[src/scr_pkg.sv]
/*
  Shared sizes and reset constants for the scrambled word memory.
  KEY_W must stay twice DATA_W and NONCE_W equal to DATA_W, since the
  keystream folds both key halves and the nonce into one word.
*/
package scr_pkg;

  //////////////////////////////////////////////////////////////////////
  // Storage geometry
  //////////////////////////////////////////////////////////////////////

  // Word width on the bus and in the array
  localparam int unsigned DATA_W = 32;

  // Word address without byte lanes
  localparam int unsigned ADDR_W = 4;

  localparam int unsigned NUM_WORDS = 2 ** ADDR_W;

  //////////////////////////////////////////////////////////////////////
  // Scrambling key material
  //////////////////////////////////////////////////////////////////////

  localparam int unsigned KEY_W   = 64;
  localparam int unsigned NONCE_W = 32;

  // Key and nonce in force from reset until the first key source answer
  localparam logic [KEY_W-1:0]   RND_CNST_KEY   = 64'h3b9f_2c61_d4e8_07a5;
  localparam logic [NONCE_W-1:0] RND_CNST_NONCE = 32'h5a1c_e38d;

endpackage

[src/scr_key_manager.sv]
/*
  Holds the scrambling key and nonce and runs the refresh request.
  An invalidate drops key valid until the key source answers; the source
  may take any number of cycles.
*/
`timescale 1ns/100ps

module scr_key_manager import scr_pkg::*; (
  input  logic               clk_i,
  input  logic               rst_ni,

  input  logic               inval_i,

  // Key source
  input  logic               key_valid_i,
  input  logic [KEY_W-1:0]   key_i,
  input  logic [NONCE_W-1:0] nonce_i,
  output logic               scr_req_o,

  // Towards the bank and the bus port
  output logic               key_valid_o,
  output logic [KEY_W-1:0]   key_o,
  output logic [NONCE_W-1:0] nonce_o
);

  logic req_d, req_q;
  logic key_valid_d, key_valid_q;

  // Request stays up until the source answers
  assign req_d = req_q ? ~key_valid_i : inval_i;

  // Key usable again once the answer to a pending request arrives
  assign key_valid_d = req_q   ? key_valid_i :
                       inval_i ? 1'b0        :
                                 key_valid_q;

  always_ff @(posedge clk_i or negedge rst_ni) begin
    if (!rst_ni) begin
      req_q       <= 1'b0;
      key_valid_q <= 1'b1;
    end else begin
      req_q       <= req_d;
      key_valid_q <= key_valid_d;
    end
  end

  // Any answer from the source replaces the key even without a request
  always_ff @(posedge clk_i or negedge rst_ni) begin
    if (!rst_ni) begin
      key_o   <= RND_CNST_KEY;
      nonce_o <= RND_CNST_NONCE;
    end else if (key_valid_i) begin
      key_o   <= key_i;
      nonce_o <= nonce_i;
    end
  end

  assign scr_req_o   = req_q;
  assign key_valid_o = key_valid_q;

endmodule

[src/scr_ram_bank.sv]
/*
  Single-port word store scrambled with a keystream from key, nonce and address.
  Contents are not cleared and read back altered after a key change.
  The keystream is weak by design and gives no real confidentiality.
*/
`timescale 1ns/100ps

module scr_ram_bank import scr_pkg::*; (
  input  logic               clk_i,
  input  logic               rst_ni,

  input  logic               req_i,
  input  logic               we_i,
  input  logic [ADDR_W-1:0]  addr_i,
  input  logic [DATA_W-1:0]  wdata_i,

  input  logic [KEY_W-1:0]   key_i,
  input  logic [NONCE_W-1:0] nonce_i,

  output logic [DATA_W-1:0]  rdata_o
);

  logic [DATA_W-1:0] mem_q [NUM_WORDS];
  logic [DATA_W-1:0] key_hi;
  logic [DATA_W-1:0] key_lo;
  logic [DATA_W-1:0] keystream;
  logic [DATA_W-1:0] rdata_q;

  //////////////////////////////////////////////////////////////////////
  // Keystream
  //////////////////////////////////////////////////////////////////////

  assign key_hi = key_i[KEY_W-1:KEY_W/2];
  assign key_lo = key_i[KEY_W/2-1:0];

  // Address folded in so equal data at two words stores differently
  assign keystream = key_hi ^ key_lo ^ nonce_i ^ DATA_W'(addr_i);

  //////////////////////////////////////////////////////////////////////
  // Array
  //////////////////////////////////////////////////////////////////////

  always_ff @(posedge clk_i) begin
    if (req_i && we_i) begin
      mem_q[addr_i] <= wdata_i ^ keystream;
    end
  end

  // Descramble with the key in force at the read request
  always_ff @(posedge clk_i or negedge rst_ni) begin
    if (!rst_ni) begin
      rdata_q <= '0;
    end else if (req_i && !we_i) begin
      rdata_q <= mem_q[addr_i] ^ keystream;
    end
  end

  assign rdata_o = rdata_q;

endmodule

[src/scr_wb_port.sv]
/*
  Wishbone classic slave for full words only and without wait states.
  Every sampled request ends one cycle later with ack, or with err while the
  key is invalid; the master must drop stb or change request after a termination.
*/
`timescale 1ns/100ps

module scr_wb_port import scr_pkg::*; (
  input  logic              clk_i,
  input  logic              rst_ni,

  // Wishbone slave
  input  logic              wb_cyc_i,
  input  logic              wb_stb_i,
  input  logic              wb_we_i,
  input  logic [ADDR_W-1:0] wb_adr_i,
  input  logic [DATA_W-1:0] wb_dat_i,
  output logic [DATA_W-1:0] wb_dat_o,
  output logic              wb_ack_o,
  output logic              wb_err_o,

  input  logic              key_valid_i,

  // Memory side
  output logic              mem_req_o,
  output logic              mem_we_o,
  output logic [ADDR_W-1:0] mem_addr_o,
  output logic [DATA_W-1:0] mem_wdata_o,
  input  logic [DATA_W-1:0] mem_rdata_i
);

  logic new_req;
  logic ack_d, ack_q;
  logic err_d, err_q;

  //////////////////////////////////////////////////////////////////////
  // Request detection and termination
  //////////////////////////////////////////////////////////////////////

  // A registered termination means this request is already answered
  assign new_req = wb_cyc_i & wb_stb_i & ~(ack_q | err_q);

  assign ack_d = new_req & key_valid_i;
  assign err_d = new_req & ~key_valid_i;

  always_ff @(posedge clk_i or negedge rst_ni) begin
    if (!rst_ni) begin
      ack_q <= 1'b0;
      err_q <= 1'b0;
    end else begin
      ack_q <= ack_d;
      err_q <= err_d;
    end
  end

  assign wb_ack_o = ack_q;
  assign wb_err_o = err_q;

  //////////////////////////////////////////////////////////////////////
  // Memory access
  //////////////////////////////////////////////////////////////////////

  // Rejected accesses never reach the array
  assign mem_req_o   = ack_d;
  assign mem_we_o    = wb_we_i;
  assign mem_addr_o  = wb_adr_i;
  assign mem_wdata_o = wb_dat_i;

  // Bank data lands in the ack cycle
  assign wb_dat_o = mem_rdata_i;

endmodule

[src/scr_mem_top.sv]
/*
  Scrambled word memory behind a Wishbone classic slave with key refresh.
  Accesses end in err from an invalidate until the key source answers.
*/
`timescale 1ns/100ps

module scr_mem_top import scr_pkg::*; (
  input  logic               clk_i,
  input  logic               rst_ni,

  // Wishbone slave
  input  logic               wb_cyc_i,
  input  logic               wb_stb_i,
  input  logic               wb_we_i,
  input  logic [ADDR_W-1:0]  wb_adr_i,
  input  logic [DATA_W-1:0]  wb_dat_i,
  output logic [DATA_W-1:0]  wb_dat_o,
  output logic               wb_ack_o,
  output logic               wb_err_o,

  // Key source
  input  logic               inval_i,
  output logic               scr_req_o,
  input  logic               key_valid_i,
  input  logic [KEY_W-1:0]   key_i,
  input  logic [NONCE_W-1:0] nonce_i
);

  logic               key_valid;
  logic [KEY_W-1:0]   key;
  logic [NONCE_W-1:0] nonce;

  logic               mem_req;
  logic               mem_we;
  logic [ADDR_W-1:0]  mem_addr;
  logic [DATA_W-1:0]  mem_wdata;
  logic [DATA_W-1:0]  mem_rdata;

  scr_key_manager u_key_manager (
    .clk_i      (clk_i),
    .rst_ni     (rst_ni),
    .inval_i    (inval_i),
    .key_valid_i(key_valid_i),
    .key_i      (key_i),
    .nonce_i    (nonce_i),
    .scr_req_o  (scr_req_o),
    .key_valid_o(key_valid),
    .key_o      (key),
    .nonce_o    (nonce)
  );

  scr_ram_bank u_ram_bank (
    .clk_i  (clk_i),
    .rst_ni (rst_ni),
    .req_i  (mem_req),
    .we_i   (mem_we),
    .addr_i (mem_addr),
    .wdata_i(mem_wdata),
    .key_i  (key),
    .nonce_i(nonce),
    .rdata_o(mem_rdata)
  );

  scr_wb_port u_wb_port (
    .clk_i      (clk_i),
    .rst_ni     (rst_ni),
    .wb_cyc_i   (wb_cyc_i),
    .wb_stb_i   (wb_stb_i),
    .wb_we_i    (wb_we_i),
    .wb_adr_i   (wb_adr_i),
    .wb_dat_i   (wb_dat_i),
    .wb_dat_o   (wb_dat_o),
    .wb_ack_o   (wb_ack_o),
    .wb_err_o   (wb_err_o),
    .key_valid_i(key_valid),
    .mem_req_o  (mem_req),
    .mem_we_o   (mem_we),
    .mem_addr_o (mem_addr),
    .mem_wdata_o(mem_wdata),
    .mem_rdata_i(mem_rdata)
  );

endmodule

[config.mk]
export PLATFORM = sky130hd
export DESIGN_NAME = scr_mem_top
export DESIGN_NICKNAME = d
export VERILOG_FILES = /design/src/scr_pkg.sv /design/src/scr_key_manager.sv /design/src/scr_ram_bank.sv /design/src/scr_wb_port.sv /design/src/scr_mem_top.sv
export SDC_FILE = /design/constraint.sdc
export NUM_CORES = 1
export LEC_CHECK = 0
export BUFFER_PORTS_ARGS = -buffer_cell sky130_fd_sc_hd__buf_2
export CORE_MARGIN = 4
export CORE_UTILIZATION = 45
export DETAILED_ROUTE_END_ITERATION = 8
export PLACE_DENSITY = 0.69
export RECOVER_POWER = 50
export SETUP_SLACK_MARGIN = 0.15
export SYNTH_ARGS = -nofsm -noshare
export SYNTH_HDL_FRONTEND = slang
export SYNTH_HIERARCHICAL = 1
export SYNTH_SLANG_ARGS = --single-unit
[constraint.sdc]
create_clock -name clk_i -period 11.01 [get_ports clk_i]
set_input_delay 1.6515 -clock clk_i [delete_from_list [all_inputs] [get_ports clk_i]]
set_output_delay 1.6515 -clock clk_i [all_outputs]
set_load 0.01 [all_outputs]
# After elaboration in Yosys (flattened, before gate mapping)

Memories as Yosys holds them, arrays and structs flattened.
Cells that the tools add are included.

Muxes and demuxes: 5
Bitwise operators: 13
Reductions and logical operators: 4

Operators with widths:

| cell                 | number |
|---|---|
| XOR 32 bit           | 4 |
| XOR 32 x 4 -> 32 bit | 1 |
| 2-to-1 mux 1 bit     | 5 |
| AND 1 bit            | 4 |
| NOT 1 bit            | 3 |
| logical AND 1 bit    | 2 |
| nonzero test 2 bit   | 1 |
| logical NOT 1 bit    | 1 |
| bitwise OR 1 bit     | 1 |

Register bits: 132
RAM bits: 512
Input port bits: 139
Output and inout port bits: 35
Memories kept: 1

Memories:

| memory           | words | width | read ports | clocked after memory_dff | wr ports | line               | RTL |
|---|---|---|---|---|---|---|---|
| u_ram_bank.mem_q | 16    | 32    | 1          | 0                        | 1        | scr_ram_bank.sv:23 | `logic [DATA_W-1:0] mem_q [NUM_WORDS];` |

# Longest topological paths before layout

Depth after elaboration: 7
Depth in mapped cells: 9
Mapped depth without buffers: 5

# Cells and area by module

Netlist, hierarchy kept.

By module, submodules not included:

| module          | times used | cells each | area each (um2) |
|---|---|---|---|
| scr_ram_bank    | 1          | 1047       | 21724.6 |
| scr_key_manager | 1          | 209        | 3768.6 |
| scr_wb_port     | 1          | 74         | 590.6 |

# Least setup slack after synthesis

No wires, ideal clock.

Path type: input to register
Start: input wb_adr_i[2]
End: memory u_ram_bank.mem_q[0][0], enable pin
Setup time: 501 ps
Data arrival time: 5506 ps
Required time: 10509 ps
Setup slack: 5003 ps
Stages on the path: 6
Path buffers: 5
Path through: buf_4 > buf_6 > buf_6 > buf_6 > buf_6 > nor4_1

RTL lines:

| item            | line               | RTL |
|---|---|---|
| start, declared | scr_mem_top.sv:15  | `input logic [ADDR_W-1:0] wb_adr_i,` |
| end, declared   | scr_ram_bank.sv:23 |  |

Straight into the memory's write port.

# Worst setup path in the final report

Start: input key_valid_i
End: register u_key_manager.key_o[44]

RTL lines:

| item                 | line                  | RTL |
|---|---|---|
| start, declared      | scr_mem_top.sv:24     | `input logic key_valid_i,` |
| end signal, assigned | scr_key_manager.sv:53 | `key_o <= key_i;` |
| end, declared        | scr_key_manager.sv:22 | `output logic [KEY_W-1:0] key_o,` |

No word-level cell between the ends.

==> flow_metrics.py <==
metrics = {
    "outcome": {
        "status": "complete, but fails checks",
        "violations": "max-capacitance violations, max-slew violations",
    },
    "drt": {
        "detailedRoute.firstPassIterationCount": 5,
        "number_of_vias_per_cell_after_detailed_routing": 5.51,
        "drt.antenna.violating_nets": 0,
        "detail_route.iter0.violations": 1177,
        "dr_total_vias": 12600,
        "wl_per_cell_um": 23.7,
        "drc": 0,
        "drt-total-wl_um": 54200,
    },
    "run": {
        "cap_violations": 3,
    },
    "yosys": {
        "post_synth_most_frequent_cells": "edfxtp_1, mux4_2, dfrtp_1",
        "yosys.area.top_type": "edfxtp_1",
        "syn-instance-count": 1330,
        "synth_top_cell_area_share": 0.589,
        "synth.top_cells.by_area": "edfxtp_1, mux4_2, dfrtp_1, dfstp_2, mux2_2",
        "leading_cell_type_by_number_of_instances_after_synthesis": "edfxtp_1",
        "cell_area_synth_mm2": 0.0261,
        "syn_avg_cell_area_um2": 19.6,
        "async_reset_ff_frac": 0.205,
        "yosys_register_bits": 644,
        "number_of_nets_in_the_synthesized_netlist": 1469,
        "synth-main-ff-cell": "edfxtp_1",
        "synth_enable_flop_cells": 512,
        "seq_area_frac_synth": 0.718,
        "ys_types": 37,
        "synth_warnings": 6,
    },
    "grt": {
        "global_route_wire_length_before_repair_um": 83200,
        "maximum_number_of_pins_on_one_net_before_global_route_repair": 73,
        "globalRouteTotalUtil": 0.175,
        "grt_overflow": 0,
        "grt_antenna_before_repair": 1,
        "grt_pass1_vias": 13600,
    },
    "critical_path": {
        "worstSetupPathType": "input port to flip-flop",
        "crit_path_max_incr_delay_ns": 2.46,
        "worst_setup_path_end_kind": "flip-flop",
        "crit_path_top_delay_cell": "clkbuf_1",
        "worst-endpoint-required_ns": 11.47,
        "worstReg2RegStart": "u_wb_port/wb_err_o$_DFF_PN0_",
        "critical_path_at_ns": 6.36,
        "cells_along_the_critical_path": "clkbuf_1, clkbuf_1, mux2_2",
        "timing.critical_path.max_delay_family": "buffers and inverters",
        "worstSetupStartpoint": "key_valid_i",
        "worst-path-buf-inv": 2,
        "critPathMaxFanout": 57,
        "timing.critical_path.mode_cell": "clkbuf_1",
        "critical_path.startpoint_type": "input port",
    },
    "clocking": {
        "htreeDepth": 3,
        "clock_tree.root_cell": "clkbuf_16",
        "clk_path_buf_depth": 3,
        "insertion_delay_ns": 0.60,
        "cts-resized-gates": 0,
        "clock_tree_from_tritoncts": "yes",
        "cts_inserted_buffers": 69,
        "holdBufCountCts": 0,
        "post-cts-setup-buffers": 0,
        "cts.sinks": 644,
        "clk_transition_reported_paths_ns": 0.06,
    },
    "pwr": {
        "seqPwrFrac": 0.507,
        "power.density_mw_per_mm2": 201,
        "irDropWorstVdd_uv": 105,
        "p_int_mw": 4.52,
        "comb_power_share": 0.110,
        "power.share.switching": 0.235,
        "power.switching_mw": 1.39,
        "power.leakage_nw": 9.86,
        "clockPowerShare": 0.383,
    },
    "sta": {
        "setup_violations": 0,
        "rsz_0062_raised_after_global_routing": "false",
        "achievable-frequency_mhz": 170,
        "timing_max_transition_violations_final": 174,
        "timing.final.crit_period_ns": 5.90,
        "period_share": 0.536,
        "finalHoldViolations": 0,
        "tightest_slew_ns": 4.30,
        "timing.clock.skew_ns": 0.0207,
        "max_slew_margin": -1.87,
        "final.setup.tns_ns": 0,
    },
    "floorplanning": {
        "dieWidth_um": 249,
        "core_area_mm2": 0.0569,
        "io-pin-count": 174,
        "die_area_mm2": 0.0619,
        "number_of_placement_rows": 87,
        "initial_utilization": 0.458,
        "floorplan.die.height_um": 249,
    },
    "cells_and_area": {
        "seqCellArea_mm2": 0.0187,
        "multi_input_area_mm2": 0.00653,
        "area_delta_synth_final_pct": 13.0,
        "final_nets": 1607,
        "layout.core_utilization": 0.518,
        "fillerInstances": 4474,
        "fraction_of_layout_instances_using_a_drive_strength_above_1": 0.362,
        "stdcell_count": 2281,
    },
    "min_path": {
        "hold_start": "u_ram_bank/rdata_o[0]$_DFFE_PN0P_",
        "min-delay-path-class": "flip-flop to flip-flop",
    },
    "placed_design": {
        "placedCellCount": 2153,
        "placement.io_buffers": 173,
        "place.gp.congestion": 0.725,
        "detailedPlacementHpwl_um": 31600,
    },
}
==> layout by cell type (no fill, tap or decap), types with 29 or more instances in the layout <==
| cell | synthesis | final |
|---|---|---|
| a22oi_1 | 37 | 37 |
| buf_2 | 29 | 121 |
| clkbuf_1 | 15 | 73 |
| clkbuf_16 | 0 | 73 |
| dfrtp_1 | 83 | 83 |
| dfstp_2 | 49 | 47 |
| edfxtp_1 | 512 | 512 |
| mux2_2 | 78 | 78 |
| mux4_2 | 128 | 128 |
| nand3_1 | 29 | 29 |
| nor2_1 | 40 | 30 |
| xnor2_1 | 72 | 72 |
==> flip-flops by register name, indices dropped and copies added, names as in the netlist <==
name / cells
u_key_manager/nonce_o: 32
u_ram_bank/rdata_o: 32
u_wb_port/wb_err_o: 1
u_key_manager/scr_req_o: 1
u_key_manager/key_o: 64
u_wb_port/wb_ack_o: 1
u_key_manager/key_valid_o: 1
u_ram_bank/mem_q: 512
==> per-layer routing <==
metal	global-route usage	vias up	part of all wire	wire length (um)
met5	0	-	0	0
met4	0.0515	0	0.019	1020
met3	0.0311	63	0.055	2970
met2	0.300	400	0.52	28000
met1	0.232	6594	0.41	22200
li1	-	5521	-	-
==> area by class of cell <==
| class | count | area share |
|---|---|---|
| well taps | 756 | 0.0321 |
| inverters | 1 | 0.000127 |
| clock buffers | 98 | 0.0662 |
| multi-input cells | 552 | 0.221 |
| flip-flops and latches | 644 | 0.636 |
| diodes | 1 | 0.0000849 |
| clock inverters | 29 | 0.0100 |
| repair buffers | 200 | 0.0345 |
==> path summary, 6_finish.rpt <==
check	end	slack (ns)	cells after the start
max	u_key_manager/key_o[44]$_DFFE_PN0P_	5.11	3
max in group asynchronous	u_key_manager/key_o[24]$_DFFE_PN0P_	5.93	2
max reg2reg	u_ram_bank/mem_q[8][26]$_DFFE_PP_	7.97	5
min reg2reg	u_ram_bank/rdata_o[0]$_DFFE_PN0P_	0.51	2
min in group asynchronous	u_key_manager/key_o[40]$_DFFE_PN0P_	2.57	1
min	u_ram_bank/rdata_o[0]$_DFFE_PN0P_	0.51	2
==> tightest hold or removal path: cells and delay by family, from the launching register on <==
family	cells	cell delay (ns)
flip-flops	1	0.36
AND/OR/NAND/NOR	1	0.06
AO/OA/AOI/OAI	1	0.06
==> metrics by stage <==
| stage | instance area, um^2 | power (mW) | worst slack, ns | hold WS (ns) |
|---|---|---|---|---|
| 4_1_cts | 29600 | 6.01 | 6.55 | 0.527 |
| 6_report | 29500 | 5.91 | 5.11 | 0.514 |
| 5_1_grt | 29500 | 6.17 | 4.54 | 0.536 |
| 3_3_place_gp | 27400 | 3.70 | 5.90 | 0.502 |
| 2_1_floorplan | 26100 | 3.54 | 5.00 | 0.450 |
| 3_5_place_dp | 27400 | 3.73 | 5.92 | 0.514 |
==> power groups by stage <==
stage                     Clock (mW)  Combinational [mW]  Sequential (mW)
after global placement             0               0.659             3.04
after floorplan                    0               0.521             3.02
after global routing            2.43               0.730             3.01
final                           2.26               0.651             3.00
after CTS                       2.33               0.685             3.00
after detailed placement           0               0.682             3.05
==> cells by family (layout without fill, tap and decap cells) <==
family	count (synthesis)	after routing	synth area share
flip-flops	644	644	0.718
multiplexers	225	225	0.155
buffers and inverters	134	328	0.0347
AO/OA/AOI/OAI	129	129	0.0406
XOR/XNOR	100	100	0.0336
AND/OR/NAND/NOR	98	98	0.0177
other	0	1	0
Note: power is estimated with default switching activity, not from simulation.
